$ cat src/include/vga.svh
/*
 * raster coordinate widths shared by the pixel stages
 * H_SIZE covers x, V_SIZE covers y
 */
`ifndef VGA_SVH
`define VGA_SVH

// horizontal counter width, up to 2048 clocks per line
`define H_SIZE 11

// vertical counter width, up to 1024 lines per frame
`define V_SIZE 10

`endif

$ cat src/rtl/video_pkg.sv
/*
 * shared types of the video overlay subsystem
 * pixel colour, wishbone address and data words
 * register map and background pattern enums
 */
`default_nettype none

package video_pkg;

    // ----------------------------------------
    // pixel colour
    // ----------------------------------------

    // 4 bits per channel, red in the top nibble
    typedef struct packed {
        logic [3:0] r;
        logic [3:0] g;
        logic [3:0] b;
    } rgb_t;

    // ----------------------------------------
    // wishbone bus
    // ----------------------------------------

    // word address, one register per word
    typedef logic [2:0]  wb_addr_t;
    typedef logic [15:0] wb_data_t;

    // register map
    typedef enum wb_addr_t {
        REG_X0       = 3'd0,
        REG_Y0       = 3'd1,
        REG_CTRL     = 3'd2,
        REG_BG       = 3'd3,
        REG_RAM_ADDR = 3'd4,
        REG_RAM_DATA = 3'd5
    } reg_sel_e;

    // background test patterns, held in ctrl bits 2:1
    typedef enum logic [1:0] {
        PAT_SOLID   = 2'd0,
        PAT_HBARS   = 2'd1,
        PAT_VBARS   = 2'd2,
        PAT_CHECKER = 2'd3
    } pattern_e;

endpackage

`default_nettype wire

$ cat src/rtl/video_bar_gen.sv
/*
 * background pattern stage, pipeline stage 1
 * solid colour, horizontal bars, vertical bars and checkerboard
 */
`default_nettype none

`include "vga.svh"

module video_bar_gen (
    input  logic                clk,
    input  logic                rst_n,
    input  video_pkg::pattern_e pattern,
    input  video_pkg::rgb_t     bg_color,
    input  logic [`H_SIZE-1:0]  xx_i,
    input  logic [`V_SIZE-1:0]  yy_i,
    input  logic                hsync_i,
    input  logic                vsync_i,
    input  logic                video_on_i,
    output logic [`H_SIZE-1:0]  xx,
    output logic [`V_SIZE-1:0]  yy,
    output logic                hsync,
    output logic                vsync,
    output logic                video_on,
    output video_pkg::rgb_t     src_rgb
);

    import video_pkg::*;

    rgb_t bg_next;

    // pattern colour from the incoming coordinates
    always_comb begin
        case (pattern)
            PAT_SOLID:   bg_next = bg_color;
            // grey ramp, 16 levels over 64 lines
            PAT_HBARS:   bg_next = '{r: yy_i[5:2], g: yy_i[5:2], b: yy_i[5:2]};
            PAT_VBARS:   bg_next = '{r: xx_i[5:2], g: xx_i[5:2], b: xx_i[5:2]};
            // 8x8 squares
            PAT_CHECKER: bg_next = (xx_i[3] ^ yy_i[3]) ? '1 : '0;
            default:     bg_next = bg_color;
        endcase
    end

    // ----------------------------------------
    // stage register
    // ----------------------------------------

    // sync and blanking flags reset to the blanked state
    always_ff @(posedge clk) begin
        if (!rst_n) begin
            hsync    <= 1'b1;
            vsync    <= 1'b1;
            video_on <= 1'b0;
        end else begin
            hsync    <= hsync_i;
            vsync    <= vsync_i;
            video_on <= video_on_i;
        end
    end

    // pixel payload
    always_ff @(posedge clk) begin
        xx      <= xx_i;
        yy      <= yy_i;
        src_rgb <= bg_next;
    end

endmodule

`default_nettype wire

$ cat src/rtl/video_overlay_top.sv
/*
 * video overlay top level
 * wishbone register slave, sync, background and sprite stages
 */
`default_nettype none

`include "vga.svh"

module video_overlay_top #(
    parameter int              H_DISPLAY     = 64,
    parameter int              H_FRONT       = 4,
    parameter int              H_SYNC        = 8,
    parameter int              H_BACK        = 4,
    parameter int              V_DISPLAY     = 48,
    parameter int              V_FRONT       = 2,
    parameter int              V_SYNC        = 2,
    parameter int              V_BACK        = 2,
    parameter int              SPRITE_HSIZE  = 16,
    parameter int              SPRITE_VSIZE  = 16,
    parameter int              SPRITE_RAM_AW = 8,
    parameter video_pkg::rgb_t KEY_COLOR     = '0
) (
    input  logic                clk,
    input  logic                rst_n,
    input  logic                wb_cyc,
    input  logic                wb_stb,
    input  logic                wb_we,
    input  video_pkg::wb_addr_t wb_adr,
    input  video_pkg::wb_data_t wb_dat_i,
    output video_pkg::wb_data_t wb_dat_o,
    output logic                wb_ack,
    output logic                hsync,
    output logic                vsync,
    output video_pkg::rgb_t     rgb
);

    import video_pkg::*;

    // register outputs
    wb_data_t                 x0;
    wb_data_t                 y0;
    logic                     sprite_en;
    pattern_e                 pattern;
    rgb_t                     bg_color;
    logic                     ram_we;
    logic [SPRITE_RAM_AW-1:0] ram_addr_w;
    rgb_t                     ram_din;

    // stage 0 to stage 1
    logic [`H_SIZE-1:0] s0_xx;
    logic [`V_SIZE-1:0] s0_yy;
    logic               s0_hsync;
    logic               s0_vsync;
    logic               s0_video_on;

    // stage 1 to stage 2
    logic [`H_SIZE-1:0] s1_xx;
    logic [`V_SIZE-1:0] s1_yy;
    logic               s1_hsync;
    logic               s1_vsync;
    logic               s1_video_on;
    rgb_t               s1_rgb;

    video_wb_regs #(
        .SPRITE_RAM_AW (SPRITE_RAM_AW)
    ) u_wb_regs (
        .clk        (clk),
        .rst_n      (rst_n),
        .wb_cyc     (wb_cyc),
        .wb_stb     (wb_stb),
        .wb_we      (wb_we),
        .wb_adr     (wb_adr),
        .wb_dat_i   (wb_dat_i),
        .wb_dat_o   (wb_dat_o),
        .wb_ack     (wb_ack),
        .x0         (x0),
        .y0         (y0),
        .sprite_en  (sprite_en),
        .pattern    (pattern),
        .bg_color   (bg_color),
        .ram_we     (ram_we),
        .ram_addr_w (ram_addr_w),
        .ram_din    (ram_din)
    );

    // ----------------------------------------
    // pixel pipeline, three cycles deep
    // ----------------------------------------

    video_sync_gen #(
        .H_DISPLAY (H_DISPLAY),
        .H_FRONT   (H_FRONT),
        .H_SYNC    (H_SYNC),
        .H_BACK    (H_BACK),
        .V_DISPLAY (V_DISPLAY),
        .V_FRONT   (V_FRONT),
        .V_SYNC    (V_SYNC),
        .V_BACK    (V_BACK)
    ) u_sync_gen (
        .clk      (clk),
        .rst_n    (rst_n),
        .xx       (s0_xx),
        .yy       (s0_yy),
        .hsync    (s0_hsync),
        .vsync    (s0_vsync),
        .video_on (s0_video_on)
    );

    video_bar_gen u_bar_gen (
        .clk        (clk),
        .rst_n      (rst_n),
        .pattern    (pattern),
        .bg_color   (bg_color),
        .xx_i       (s0_xx),
        .yy_i       (s0_yy),
        .hsync_i    (s0_hsync),
        .vsync_i    (s0_vsync),
        .video_on_i (s0_video_on),
        .xx         (s1_xx),
        .yy         (s1_yy),
        .hsync      (s1_hsync),
        .vsync      (s1_vsync),
        .video_on   (s1_video_on),
        .src_rgb    (s1_rgb)
    );

    video_sprite_gen #(
        .SPRITE_HSIZE  (SPRITE_HSIZE),
        .SPRITE_VSIZE  (SPRITE_VSIZE),
        .SPRITE_RAM_AW (SPRITE_RAM_AW),
        .KEY_COLOR     (KEY_COLOR)
    ) u_sprite_gen (
        .clk        (clk),
        .rst_n      (rst_n),
        .x0         (x0),
        .y0         (y0),
        .sprite_en  (sprite_en),
        .ram_we     (ram_we),
        .ram_addr_w (ram_addr_w),
        .ram_din    (ram_din),
        .xx         (s1_xx),
        .yy         (s1_yy),
        .hsync_i    (s1_hsync),
        .vsync_i    (s1_vsync),
        .video_on_i (s1_video_on),
        .src_rgb    (s1_rgb),
        .hsync      (hsync),
        .vsync      (vsync),
        .rgb        (rgb)
    );

endmodule

`default_nettype wire

$ cat src/rtl/video_sprite_gen.sv
/*
 * sprite overlay stage, pipeline stage 2
 * region test, sprite memory address mapping
 * chroma-key blend and output register
 */
`default_nettype none

`include "vga.svh"

module video_sprite_gen #(
    parameter int              SPRITE_HSIZE  = 16,
    parameter int              SPRITE_VSIZE  = 16,
    parameter int              SPRITE_RAM_AW = 8,
    parameter video_pkg::rgb_t KEY_COLOR     = '0
) (
    input  logic                     clk,
    input  logic                     rst_n,
    input  video_pkg::wb_data_t      x0,
    input  video_pkg::wb_data_t      y0,
    input  logic                     sprite_en,
    input  logic                     ram_we,
    input  logic [SPRITE_RAM_AW-1:0] ram_addr_w,
    input  video_pkg::rgb_t          ram_din,
    input  logic [`H_SIZE-1:0]       xx,
    input  logic [`V_SIZE-1:0]       yy,
    input  logic                     hsync_i,
    input  logic                     vsync_i,
    input  logic                     video_on_i,
    input  video_pkg::rgb_t          src_rgb,
    output logic                     hsync,
    output logic                     vsync,
    output video_pkg::rgb_t          rgb
);

    import video_pkg::*;

    // one bit above the 16-bit origin so the difference never wraps
    localparam int CW      = 17;
    localparam int X_SHIFT = $clog2(SPRITE_HSIZE);
    localparam logic signed [CW-1:0] X_LIM = CW'(SPRITE_HSIZE);
    localparam logic signed [CW-1:0] Y_LIM = CW'(SPRITE_VSIZE);

    logic signed [CW-1:0]     dx;
    logic signed [CW-1:0]     dy;
    logic                     in_region;
    logic [SPRITE_RAM_AW-1:0] addr_r;
    rgb_t                     ram_dout;

    logic region_d;
    logic hsync_d;
    logic vsync_d;
    logic video_on_d;
    rgb_t src_d;
    logic show_sprite;

    // ----------------------------------------
    // region test and address mapping
    // ----------------------------------------

    // screen coordinates relative to the sprite origin, origin may be negative
    assign dx = $signed(CW'(xx)) - CW'($signed(x0));
    assign dy = $signed(CW'(yy)) - CW'($signed(y0));

    assign in_region = (dx >= 0) && (dx < X_LIM) && (dy >= 0) && (dy < Y_LIM);

    // row-major, row length is a power of two so the multiply is a shift
    assign addr_r = SPRITE_RAM_AW'(dx) + SPRITE_RAM_AW'(dy << X_SHIFT);

    video_sprite_ram #(
        .AW (SPRITE_RAM_AW),
        .DW ($bits(rgb_t))
    ) u_sprite_ram (
        .clk    (clk),
        .we     (ram_we),
        .addr_w (ram_addr_w),
        .addr_r (addr_r),
        .din    (ram_din),
        .dout   (ram_dout)
    );

    // ----------------------------------------
    // delay register, matches the memory read
    // ----------------------------------------

    always_ff @(posedge clk) begin
        if (!rst_n) begin
            hsync_d    <= 1'b1;
            vsync_d    <= 1'b1;
            video_on_d <= 1'b0;
        end else begin
            hsync_d    <= hsync_i;
            vsync_d    <= vsync_i;
            video_on_d <= video_on_i;
        end
    end

    always_ff @(posedge clk) begin
        region_d <= in_region;
        src_d    <= src_rgb;
    end

    // key colour lets the background show through
    assign show_sprite = sprite_en && region_d && (ram_dout != KEY_COLOR);

    // output register, black during blanking
    always_ff @(posedge clk) begin
        if (!rst_n) begin
            hsync <= 1'b1;
            vsync <= 1'b1;
            rgb   <= '0;
        end else begin
            hsync <= hsync_d;
            vsync <= vsync_d;
            if (!video_on_d) begin
                rgb <= '0;
            end else if (show_sprite) begin
                rgb <= ram_dout;
            end else begin
                rgb <= src_d;
            end
        end
    end

    // whole sprite must fit the memory
    a_ram_fits: assert property (@(posedge clk) disable iff (!rst_n)
        SPRITE_HSIZE * SPRITE_VSIZE <= 2 ** SPRITE_RAM_AW)
        else $error("sprite of %0dx%0d does not fit the memory", SPRITE_HSIZE, SPRITE_VSIZE);

endmodule

`default_nettype wire

$ cat src/rtl/video_sprite_ram.sv
/*
 * simple dual-port sprite memory
 * synchronous write, registered read, maps to block ram
 */
`default_nettype none

module video_sprite_ram #(
    parameter int AW = 8,
    parameter int DW = 12
) (
    input  logic          clk,
    input  logic          we,
    input  logic [AW-1:0] addr_w,
    input  logic [AW-1:0] addr_r,
    input  logic [DW-1:0] din,
    output logic [DW-1:0] dout
);

    logic [DW-1:0] mem [2**AW];

    // write port, loaded from the bus side
    always_ff @(posedge clk) begin
        if (we) begin
            mem[addr_w] <= din;
        end
    end

    // read port, one cycle of latency
    always_ff @(posedge clk) begin
        dout <= mem[addr_r];
    end

endmodule

`default_nettype wire

$ cat src/rtl/video_sync_gen.sv
/*
 * raster scan generator, pipeline stage 0
 * horizontal and vertical counters, sync pulses, display-active flag
 */
`default_nettype none

`include "vga.svh"

module video_sync_gen #(
    parameter int H_DISPLAY = 64,
    parameter int H_FRONT   = 4,
    parameter int H_SYNC    = 8,
    parameter int H_BACK    = 4,
    parameter int V_DISPLAY = 48,
    parameter int V_FRONT   = 2,
    parameter int V_SYNC    = 2,
    parameter int V_BACK    = 2
) (
    input  logic               clk,
    input  logic               rst_n,
    output logic [`H_SIZE-1:0] xx,
    output logic [`V_SIZE-1:0] yy,
    output logic               hsync,
    output logic               vsync,
    output logic               video_on
);

    // ----------------------------------------
    // raster constants at counter width
    // ----------------------------------------

    localparam logic [`H_SIZE-1:0] H_LAST   = `H_SIZE'(H_DISPLAY + H_FRONT + H_SYNC + H_BACK - 1);
    localparam logic [`H_SIZE-1:0] H_SS     = `H_SIZE'(H_DISPLAY + H_FRONT);
    localparam logic [`H_SIZE-1:0] H_SE     = `H_SIZE'(H_DISPLAY + H_FRONT + H_SYNC - 1);
    localparam logic [`H_SIZE-1:0] H_ACTIVE = `H_SIZE'(H_DISPLAY);

    localparam logic [`V_SIZE-1:0] V_LAST   = `V_SIZE'(V_DISPLAY + V_FRONT + V_SYNC + V_BACK - 1);
    localparam logic [`V_SIZE-1:0] V_SS     = `V_SIZE'(V_DISPLAY + V_FRONT);
    localparam logic [`V_SIZE-1:0] V_SE     = `V_SIZE'(V_DISPLAY + V_FRONT + V_SYNC - 1);
    localparam logic [`V_SIZE-1:0] V_ACTIVE = `V_SIZE'(V_DISPLAY);

    logic               h_wrap;
    logic [`H_SIZE-1:0] h_next;
    logic [`V_SIZE-1:0] v_next;

    // ----------------------------------------
    // next counter values
    // ----------------------------------------

    // vertical counter steps once per horizontal wrap
    always_comb begin
        h_wrap = (xx == H_LAST);
        h_next = h_wrap ? '0 : xx + 1'b1;
        v_next = yy;
        if (h_wrap) begin
            v_next = (yy == V_LAST) ? '0 : yy + 1'b1;
        end
    end

    // syncs and video_on decode the next count so they line up with xx/yy
    always_ff @(posedge clk) begin
        if (!rst_n) begin
            xx       <= '0;
            yy       <= '0;
            hsync    <= 1'b1;
            vsync    <= 1'b1;
            // origin is inside the visible area
            video_on <= 1'b1;
        end else begin
            xx       <= h_next;
            yy       <= v_next;
            hsync    <= !((h_next >= H_SS) && (h_next <= H_SE));
            vsync    <= !((v_next >= V_SS) && (v_next <= V_SE));
            video_on <= (h_next < H_ACTIVE) && (v_next < V_ACTIVE);
        end
    end

    // counters never leave the raster
    a_cnt_range: assert property (@(posedge clk) disable iff (!rst_n)
        (xx <= H_LAST) && (yy <= V_LAST))
        else $error("raster counter out of range x=%0d y=%0d", xx, yy);

endmodule

`default_nettype wire

$ cat src/rtl/video_wb_regs.sv
/*
 * wishbone classic slave
 * origin, control and background registers
 * sprite load port with auto-increment
 */
`default_nettype none

module video_wb_regs #(
    parameter int SPRITE_RAM_AW = 8
) (
    input  logic                     clk,
    input  logic                     rst_n,
    input  logic                     wb_cyc,
    input  logic                     wb_stb,
    input  logic                     wb_we,
    input  video_pkg::wb_addr_t      wb_adr,
    input  video_pkg::wb_data_t      wb_dat_i,
    output video_pkg::wb_data_t      wb_dat_o,
    output logic                     wb_ack,
    output video_pkg::wb_data_t      x0,
    output video_pkg::wb_data_t      y0,
    output logic                     sprite_en,
    output video_pkg::pattern_e      pattern,
    output video_pkg::rgb_t          bg_color,
    output logic                     ram_we,
    output logic [SPRITE_RAM_AW-1:0] ram_addr_w,
    output video_pkg::rgb_t          ram_din
);

    import video_pkg::*;

    logic                     req;
    logic                     ram_wr;
    reg_sel_e                 sel;
    logic [SPRITE_RAM_AW-1:0] ld_addr;
    wb_data_t                 rd_mux;

    // new request, ack goes high on the next edge
    assign req    = wb_cyc && wb_stb && !wb_ack;
    assign sel    = reg_sel_e'(wb_adr);
    assign ram_wr = req && wb_we && (sel == REG_RAM_DATA);

    // ----------------------------------------
    // read multiplexer
    // ----------------------------------------

    // unused bits and the data port read as zero
    always_comb begin
        case (sel)
            REG_X0:       rd_mux = x0;
            REG_Y0:       rd_mux = y0;
            REG_CTRL:     rd_mux = {13'b0, pattern, sprite_en};
            REG_BG:       rd_mux = {4'b0, bg_color};
            REG_RAM_ADDR: rd_mux = wb_data_t'(ld_addr);
            default:      rd_mux = '0;
        endcase
    end

    // ----------------------------------------
    // register file and ack
    // ----------------------------------------

    always_ff @(posedge clk) begin
        if (!rst_n) begin
            wb_ack    <= 1'b0;
            x0        <= '0;
            y0        <= '0;
            sprite_en <= 1'b0;
            pattern   <= PAT_SOLID;
            bg_color  <= '0;
            ld_addr   <= '0;
            ram_we    <= 1'b0;
        end else begin
            wb_ack <= req;
            ram_we <= ram_wr;
            // writes land on the same edge that raises ack
            if (req && wb_we) begin
                case (sel)
                    REG_X0:       x0 <= wb_dat_i;
                    REG_Y0:       y0 <= wb_dat_i;
                    REG_CTRL: begin
                        sprite_en <= wb_dat_i[0];
                        pattern   <= pattern_e'(wb_dat_i[2:1]);
                    end
                    REG_BG:       bg_color <= rgb_t'(wb_dat_i[11:0]);
                    REG_RAM_ADDR: ld_addr <= wb_dat_i[SPRITE_RAM_AW-1:0];
                    // store happens next cycle at the captured address
                    REG_RAM_DATA: ld_addr <= ld_addr + 1'b1;
                    default:      ;
                endcase
            end
        end
    end

    // read data and memory write payload
    always_ff @(posedge clk) begin
        wb_dat_o <= (req && !wb_we) ? rd_mux : '0;
        if (ram_wr) begin
            ram_addr_w <= ld_addr;
            ram_din    <= rgb_t'(wb_dat_i[11:0]);
        end
    end

    // ack only answers an open request
    a_ack_req: assert property (@(posedge clk) disable iff (!rst_n)
        wb_ack |-> (wb_cyc && wb_stb))
        else $error("wb_ack without cyc and stb");

endmodule

`default_nettype wire

$ cat config.mk
export PLATFORM = sky130hd
export DESIGN_NAME = video_overlay_top
export DESIGN_NICKNAME = d
export VERILOG_FILES = /design/src/rtl/video_pkg.sv /design/src/rtl/video_bar_gen.sv /design/src/rtl/video_overlay_top.sv /design/src/rtl/video_sprite_gen.sv /design/src/rtl/video_sprite_ram.sv /design/src/rtl/video_sync_gen.sv /design/src/rtl/video_wb_regs.sv
export VERILOG_INCLUDE_DIRS = /design/src /design/src/include
export SDC_FILE = /design/constraint.sdc
export NUM_CORES = 2
export LEC_CHECK = 0
export ABC_AREA = 0
export BUFFER_PORTS_ARGS = -buffer_cell sky130_fd_sc_hd__buf_2
export CORE_MARGIN = 2
export CORE_UTILIZATION = 48
export CTS_CLUSTER_SIZE = 24
export DETAILED_ROUTE_END_ITERATION = 10
export PLACE_DENSITY = 0.75
export SYNTH_ARGS = -nofsm -noshare
export SYNTH_HDL_FRONTEND = slang
export SYNTH_SLANG_ARGS = --single-unit
$ cat constraint.sdc
create_clock -name clk -period 7 [get_ports clk]
set_input_delay 2.1 -clock clk [delete_from_list [all_inputs] [get_ports clk]]
set_output_delay 2.1 -clock clk [all_outputs]
set_load 0.01 [all_outputs]
; ---- Word-level counts from Yosys, hierarchy flattened
; Memories as Yosys holds them, arrays and structs flattened. A register that Yosys moved wholly into a read port is not among the register bits.
; Cells that the tools add are included.
[classes]
add_sub_neg = 6
n_lt_le_gt_ge = 10
eq_ne = 10
muxes = 10
bitwise = 1
reduce_logical = 27
[op_table]
columns = op, count
row1 = one-hot mux 16 bit (5 select lines), 1
row2 = one-hot mux 12 bit (4 select lines), 1
row3 = ">= comparator 17 x 1 -> 1 bit, second input constant", 2
row4 = "< comparator 17 x 6 -> 1 bit, second input constant", 2
row5 = 2-to-1 mux 12 bit, 2
row6 = 2-to-1 mux 10 bit, 2
row7 = subtractor 11 x 16 -> 17 bit, 1
row8 = subtractor 12 x 16 -> 17 bit, 1
row9 = one-hot mux 8 bit (2 select lines), 1
row10 = logical AND 1 bit, 13
row11 = AND reduction 2 bit, 6
row12 = nonzero test 12 bit, 1
row13 = "adder 11 x 1 -> 11 bit, second input constant", 1
row14 = "equality test 11 x 7 -> 1 bit, second input constant", 1
row15 = ">= comparator 11 x 7 -> 1 bit, second input constant", 1
row16 = "<= comparator 11 x 7 -> 1 bit, second input constant", 1
row17 = "< comparator 11 x 7 -> 1 bit, second input constant", 1
row18 = 2-to-1 mux 11 bit, 1
row19 = "adder 10 x 1 -> 10 bit, second input constant", 1
row20 = "equality test 10 x 6 -> 1 bit, second input constant", 1
row21 = ">= comparator 10 x 6 -> 1 bit, second input constant", 1
row22 = "<= comparator 10 x 6 -> 1 bit, second input constant", 1
row23 = "< comparator 10 x 6 -> 1 bit, second input constant", 1
row24 = "adder 8 x 1 -> 8 bit, second input constant", 1
row25 = other kinds (12), 19
[word_totals]
register_bits = 183
ram_bits = 3072
in_bits = 24
output_inout_bits = 31
wordCells = 105
mem_count = 1
[memory_table]
columns = name, words, width, rd, rd_ports_with_merged_regs, write_ports, line
row1 = u_sprite_gen.u_sprite_ram.mem, 256, 12, 1, 1, 1, video_sprite_ram.sv:19  ; logic [DW-1:0] mem [2**AW];

; ---- Longest topological paths before layout
[depth]
ltp_word = 6
depth_mapped = 18
mapped_depth_nobuf = 17

; ---- Cells and area by module
; Synthesis repeated with hierarchy kept, for this count alone.
[hier_totals]
cells_unflattened = 6374
hier_area_um2 = 127103.2
[modules_own_cells]
columns = module, instances, cells_each, area_per_inst_um2
row1 = video_sprite_ram, 1, 5506, 118632.5
row2 = video_wb_regs, 1, 331, 3691.0
row3 = video_sprite_gen, 1, 278, 2322.2
row4 = video_sync_gen, 1, 182, 1480.2
row5 = video_bar_gen, 1, 77, 977.2

; ---- Worst setup path after synthesis
; No wires, ideal clock.
[synth_timing]
path_kind = register to register
start = register u_wb_regs.x0[1]
end = register u_sprite_gen.region_d
arrival_time_ps = 4058
setup_slack_ps = 2850
path_stages_with_launch = 17
path_buffers = 0
synth_period_minus_slack_ps = 4150
cell_sequence = dfxtp_1 inv_1 ha_1 nor2b_1 o21ai_0 o21ai_0 a31oi_1 nor2_1 or4b_2 a211o_1 a311oi_1 ha_1 o21ai_0 a221o_1 or3_1 or4_1 nor4_1
[synth_between]
elab_chain_cells = 5
[synth_rtl]
columns = item, line
row1 = start: declaration, video_wb_regs.sv:20  ; output video_pkg::wb_data_t x0,
row2 = start signal: assignment, video_wb_regs.sv:79  ; REG_X0: x0 <= wb_dat_i;
row3 = subtractor 12 x 16 -> 17 bit (*), video_sprite_gen.sv:61  ; assign dx = $signed(CW'(xx)) - CW'($signed(x0));
row4 = >= comparator 17 x 1 -> 1 bit or < comparator 17 x 6 -> 1 bit (tied branches), video_sprite_gen.sv:64  ; assign in_region = (dx >= 0) && (dx < X_LIM) && (dy >= 0) && (dy < Y_LIM);
row5 = logical AND 1 bit (*) (3 in series), video_sprite_gen.sv:64
row6 = net u_sprite_gen.in_region, video_sprite_gen.sv:45  ; logic in_region;
row7 = end signal: assignment, video_sprite_gen.sv:98  ; region_d <= in_region;
row8 = end: declaration, video_sprite_gen.sv:49  ; logic region_d;
; Mark *: on every way through the listed nets, which the timed path passes. The rest lies on a longest branch.
; A chain may end at the register's enable or synchronous reset.

; ---- Worst setup path in the final report
[layout_timing]
start = register u_wb_regs.x0[0]
end = register u_sprite_gen.u_sprite_ram.dout[2] (read register of u_sprite_gen.u_sprite_ram.mem)
[layout_between]
elab_chain_cells = 2
[layout_rtl]
columns = item, line
row1 = subtractor 12 x 16 -> 17 bit, video_sprite_gen.sv:61
row2 = adder 8 bit, video_sprite_gen.sv:67  ; assign addr_r = SPRITE_RAM_AW'(dx) + SPRITE_RAM_AW'(dy << X_SHIFT);
row3 = end: declaration, video_sprite_ram.sv:16  ; output logic [DW-1:0] dout
; No other way between the ends.

==> out/metrics.cfg <==
[place]
dp.cells = 9219
place.gp.congestion = 0.894
place_hpwl_mm = 171
port_buffers = 54
placed_area_um2 = 132000

[global_route]
antenna_found_initial = 10
grt_util_met3_pct = 5.47
busiest_layer = met2
use_met2_pct = 35.0
track_usage_pct = 22.3
overflow = 0
grt_pass1_vias = 61200
grt_pass1_wl_mm = 437
grtUsageMet1_pct = 30.6
grt_max_degree = 257

[synthesis]
synth-main-ff-cell = edfxtp_1
netlist_area_um2 = 127000
yosysMostFrequentCell = edfxtp_1
synth_common_cells = edfxtp_1, mux4_2, nor2_1
seq_area_frac_synth_pct = 76.1
synthArstFlopShare_pct = 0
syn_nets = 5833
synth_warnings = 0
synth_area_leader_cell = edfxtp_1
synth.top_cells.by_area = edfxtp_1, mux4_2, dfxtp_1, mux2i_1, nor2_1
syn_area_per_cell_um2 = 21.9
synthDistinctLibCells = 62
netlist_instances = 5776
synth_edf_count = 3092
ys_seq_elements = 3267
synth_top_area_share_pct = 73.3

[detailed_routing]
ant_nets = 0
drt_iter0_drc = 8715
vias = 61600
routedWlPerCell_um = 30.8
wirelength_mm = 302
viasPerCell = 6.27
drc = 0
detailedRoute.firstPassIterationCount = 8

[final_layout]
instances_no_fill = 9817
fillers = 18900
layout.nets = 6100
drive_gt1_share_pct = 26.2
seqCellArea_um2 = 96400
utilization_pct = 54.2
multi_input_area_um2 = 28700
area_growth_pct = 12.2
final_cell_area_um2 = 142000

[sta]
fin_crit_sh_pct = 73.3
period_needed_ns = 5.13
hold_viol = 0
fin_tns_setup_ns = 0
tightest_slew_ns = 1.36
clock_skew_ns = 0.0847
setup_viol = 0
clock.fmax_mhz = 195
slew_headroom_pct = 9.33
timing.hold.ws_ns = 0.329
slew_viol_final = 0
rsz0062_at_grt = false

[clock_tree]
numCtsBuffers = 334
cts_hold_buf = 0
postCtsSetupBuffers = 0
post_cts_resized = 0
cts.htree.levels = 5
cts_tree = built
cts.clk_slew.worst_paths_ns = 0.06
cts.sinks = 3267
clock-root-buffer = clkbuf_16
clock_path_buffers = 4
insertion_delay_ns = 0.97

[worst_setup_path]
critPathArrivalTime_ns = 5.98
worst_setup_path_start_kind = flip-flop
path_cells = ha_4 -> fa_4 -> nor2b_1 -> o21a_1 -> nor2_1 -> xnor2_1 -> ha_2 -> inv_1 -> fa_1 -> inv_2 -> nor2_4 -> a22oi_1 -> nand2_1 -> a221o_1
worstPathMaxFanout = 26
worst_path_max_delay_cell = a22oi_1
worst_setup_path_end_kind = flip-flop
crit_type = flip-flop to flip-flop
critPathMaxStageDelay_ns = 0.77
ff2ff_path_depth = 14
required_ns = 7.85

[floorplan]
coreArea_um2 = 262000
std_cell_rows = 188
initial_core_util_pct = 48.3
die_area_um2 = 268000
die_width_um = 518
die_y_um = 518
io_pins = 55

[flow_run]
drv_cap = 0

[pwr]
cellPowerDensity_nw_per_um2 = 290
power_leakage_nw = 44.1
ir_worst_vdd_v = 0.000278

[status]
status = completed

[worst_hold_path]
hold_depth = 0
hp-class = flip-flop to flip-flop

worst max-delay path, delay by kind of cell (launching register included):
kind	cells	cell delay (ns)
XOR/XNOR	1	0.19
AO/OA/AOI/OAI	3	1.28
AND/OR/NAND/NOR	4	0.95
buffers and inverters	2	0.66
flip-flops	1	0.36
adder cells (fa/ha/maj)	4	1.47
state kept, by name, indices dropped and copies added, names as in the netlist, 11 cells and up:
register and count:
u_wb_regs.y0 16, u_sync_gen.xx 11, u_sprite_gen.rgb 12, u_bar_gen.src_rgb 12
u_wb_regs.wb_dat_o 16, u_wb_regs.ram_din 12, u_sprite_gen.src_d 12, u_wb_regs.x0 16
u_sprite_gen.u_sprite_ram.dout 12, u_sprite_gen.u_sprite_ram.mem 3072, u_bar_gen.xx 11, u_wb_regs.bg_color 12
through the flow:
stage	worst slack, ns	total power, W
after global placement	1.47	0.0246
after floorplan	2.85	0.0235
after detailed placement	1.96	0.0246
final	1.87	0.0411
after global routing	1.80	0.0421
after CTS	1.93	0.0413
where the power goes:
part | internal (W) | leakage (nW) | switching, W
sequential | 0.0211 | 29.2 | 0.000147
clock | 0.00967 | 4.97 | 0.00718
combinational | 0.00130 | 9.96 | 0.00171
per-layer routing:
layer | wire length, um | part of all wire, % | vias up
met3 | 34200 | 11 | 530
li1 | - | - | 24600
met2 | 146000 | 48 | 4042
met1 | 112000 | 37 | 32400
met5 | 34 | 0.011 | -
met4 | 10200 | 3.4 | 6
final cells by class:
class	instances	share of cell area, %
repair buffers	254	1.55
clock buffers	426	6.21
inverters	40	0.106
multi-input cells	2146	20.2
clock inverters	160	0.962
well taps	3515	3.10
flip-flops and latches	3267	67.8
diodes	9	0.0159
layout by cell type (no fill, tap or decap), types with 26 or more instances in the layout:
cell,synthesis,final
mux4_2,912,912
a21boi_0,39,39
nand3_1,35,26
nor2b_1,42,41
clkinv_1,0,57
clkbuf_1,195,84
ha_1,30,28
buf_4,11,165
a21oi_1,29,29
mux2i_1,252,252
a22oi_1,69,69
nand2_1,142,142
edfxtp_1,3092,3092
dfxtp_1,175,175
inv_1,40,39
o21ai_0,36,36
nor2_1,325,313
clkbuf_16,0,337
buf_12,0,34
buf_2,67,54
clkinv_2,0,57
final timing paths:
path              slack (ns)                           endpoint                  start
setup / recovery        1.87  u_sprite_gen.u_sprite_ram.dout[2]        u_wb_regs.x0[0]
hold / removal          0.33             u_sprite_gen.src_d[11]  u_bar_gen.src_rgb[11]
setup reg to reg        1.87  u_sprite_gen.u_sprite_ram.dout[2]        u_wb_regs.x0[0]
hold reg to reg         0.33             u_sprite_gen.src_d[11]  u_bar_gen.src_rgb[11]
cell families (layout without fill, tap and decap cells):
family	Yosys count	in the layout	share of synthesized area [%]
DFF	3267	3267	76.1
muxes	1168	1168	18.3
and+or+nand+nor	652	652	2.27
buffers and inverters	363	880	1.32
AOI/OAI and AO/OA	257	257	1.45
xor gates and xnor gates	36	36	0.261
adders and majority gates	33	33	0.344
other	0	9	0
Power figures use the tool's default switching activity.
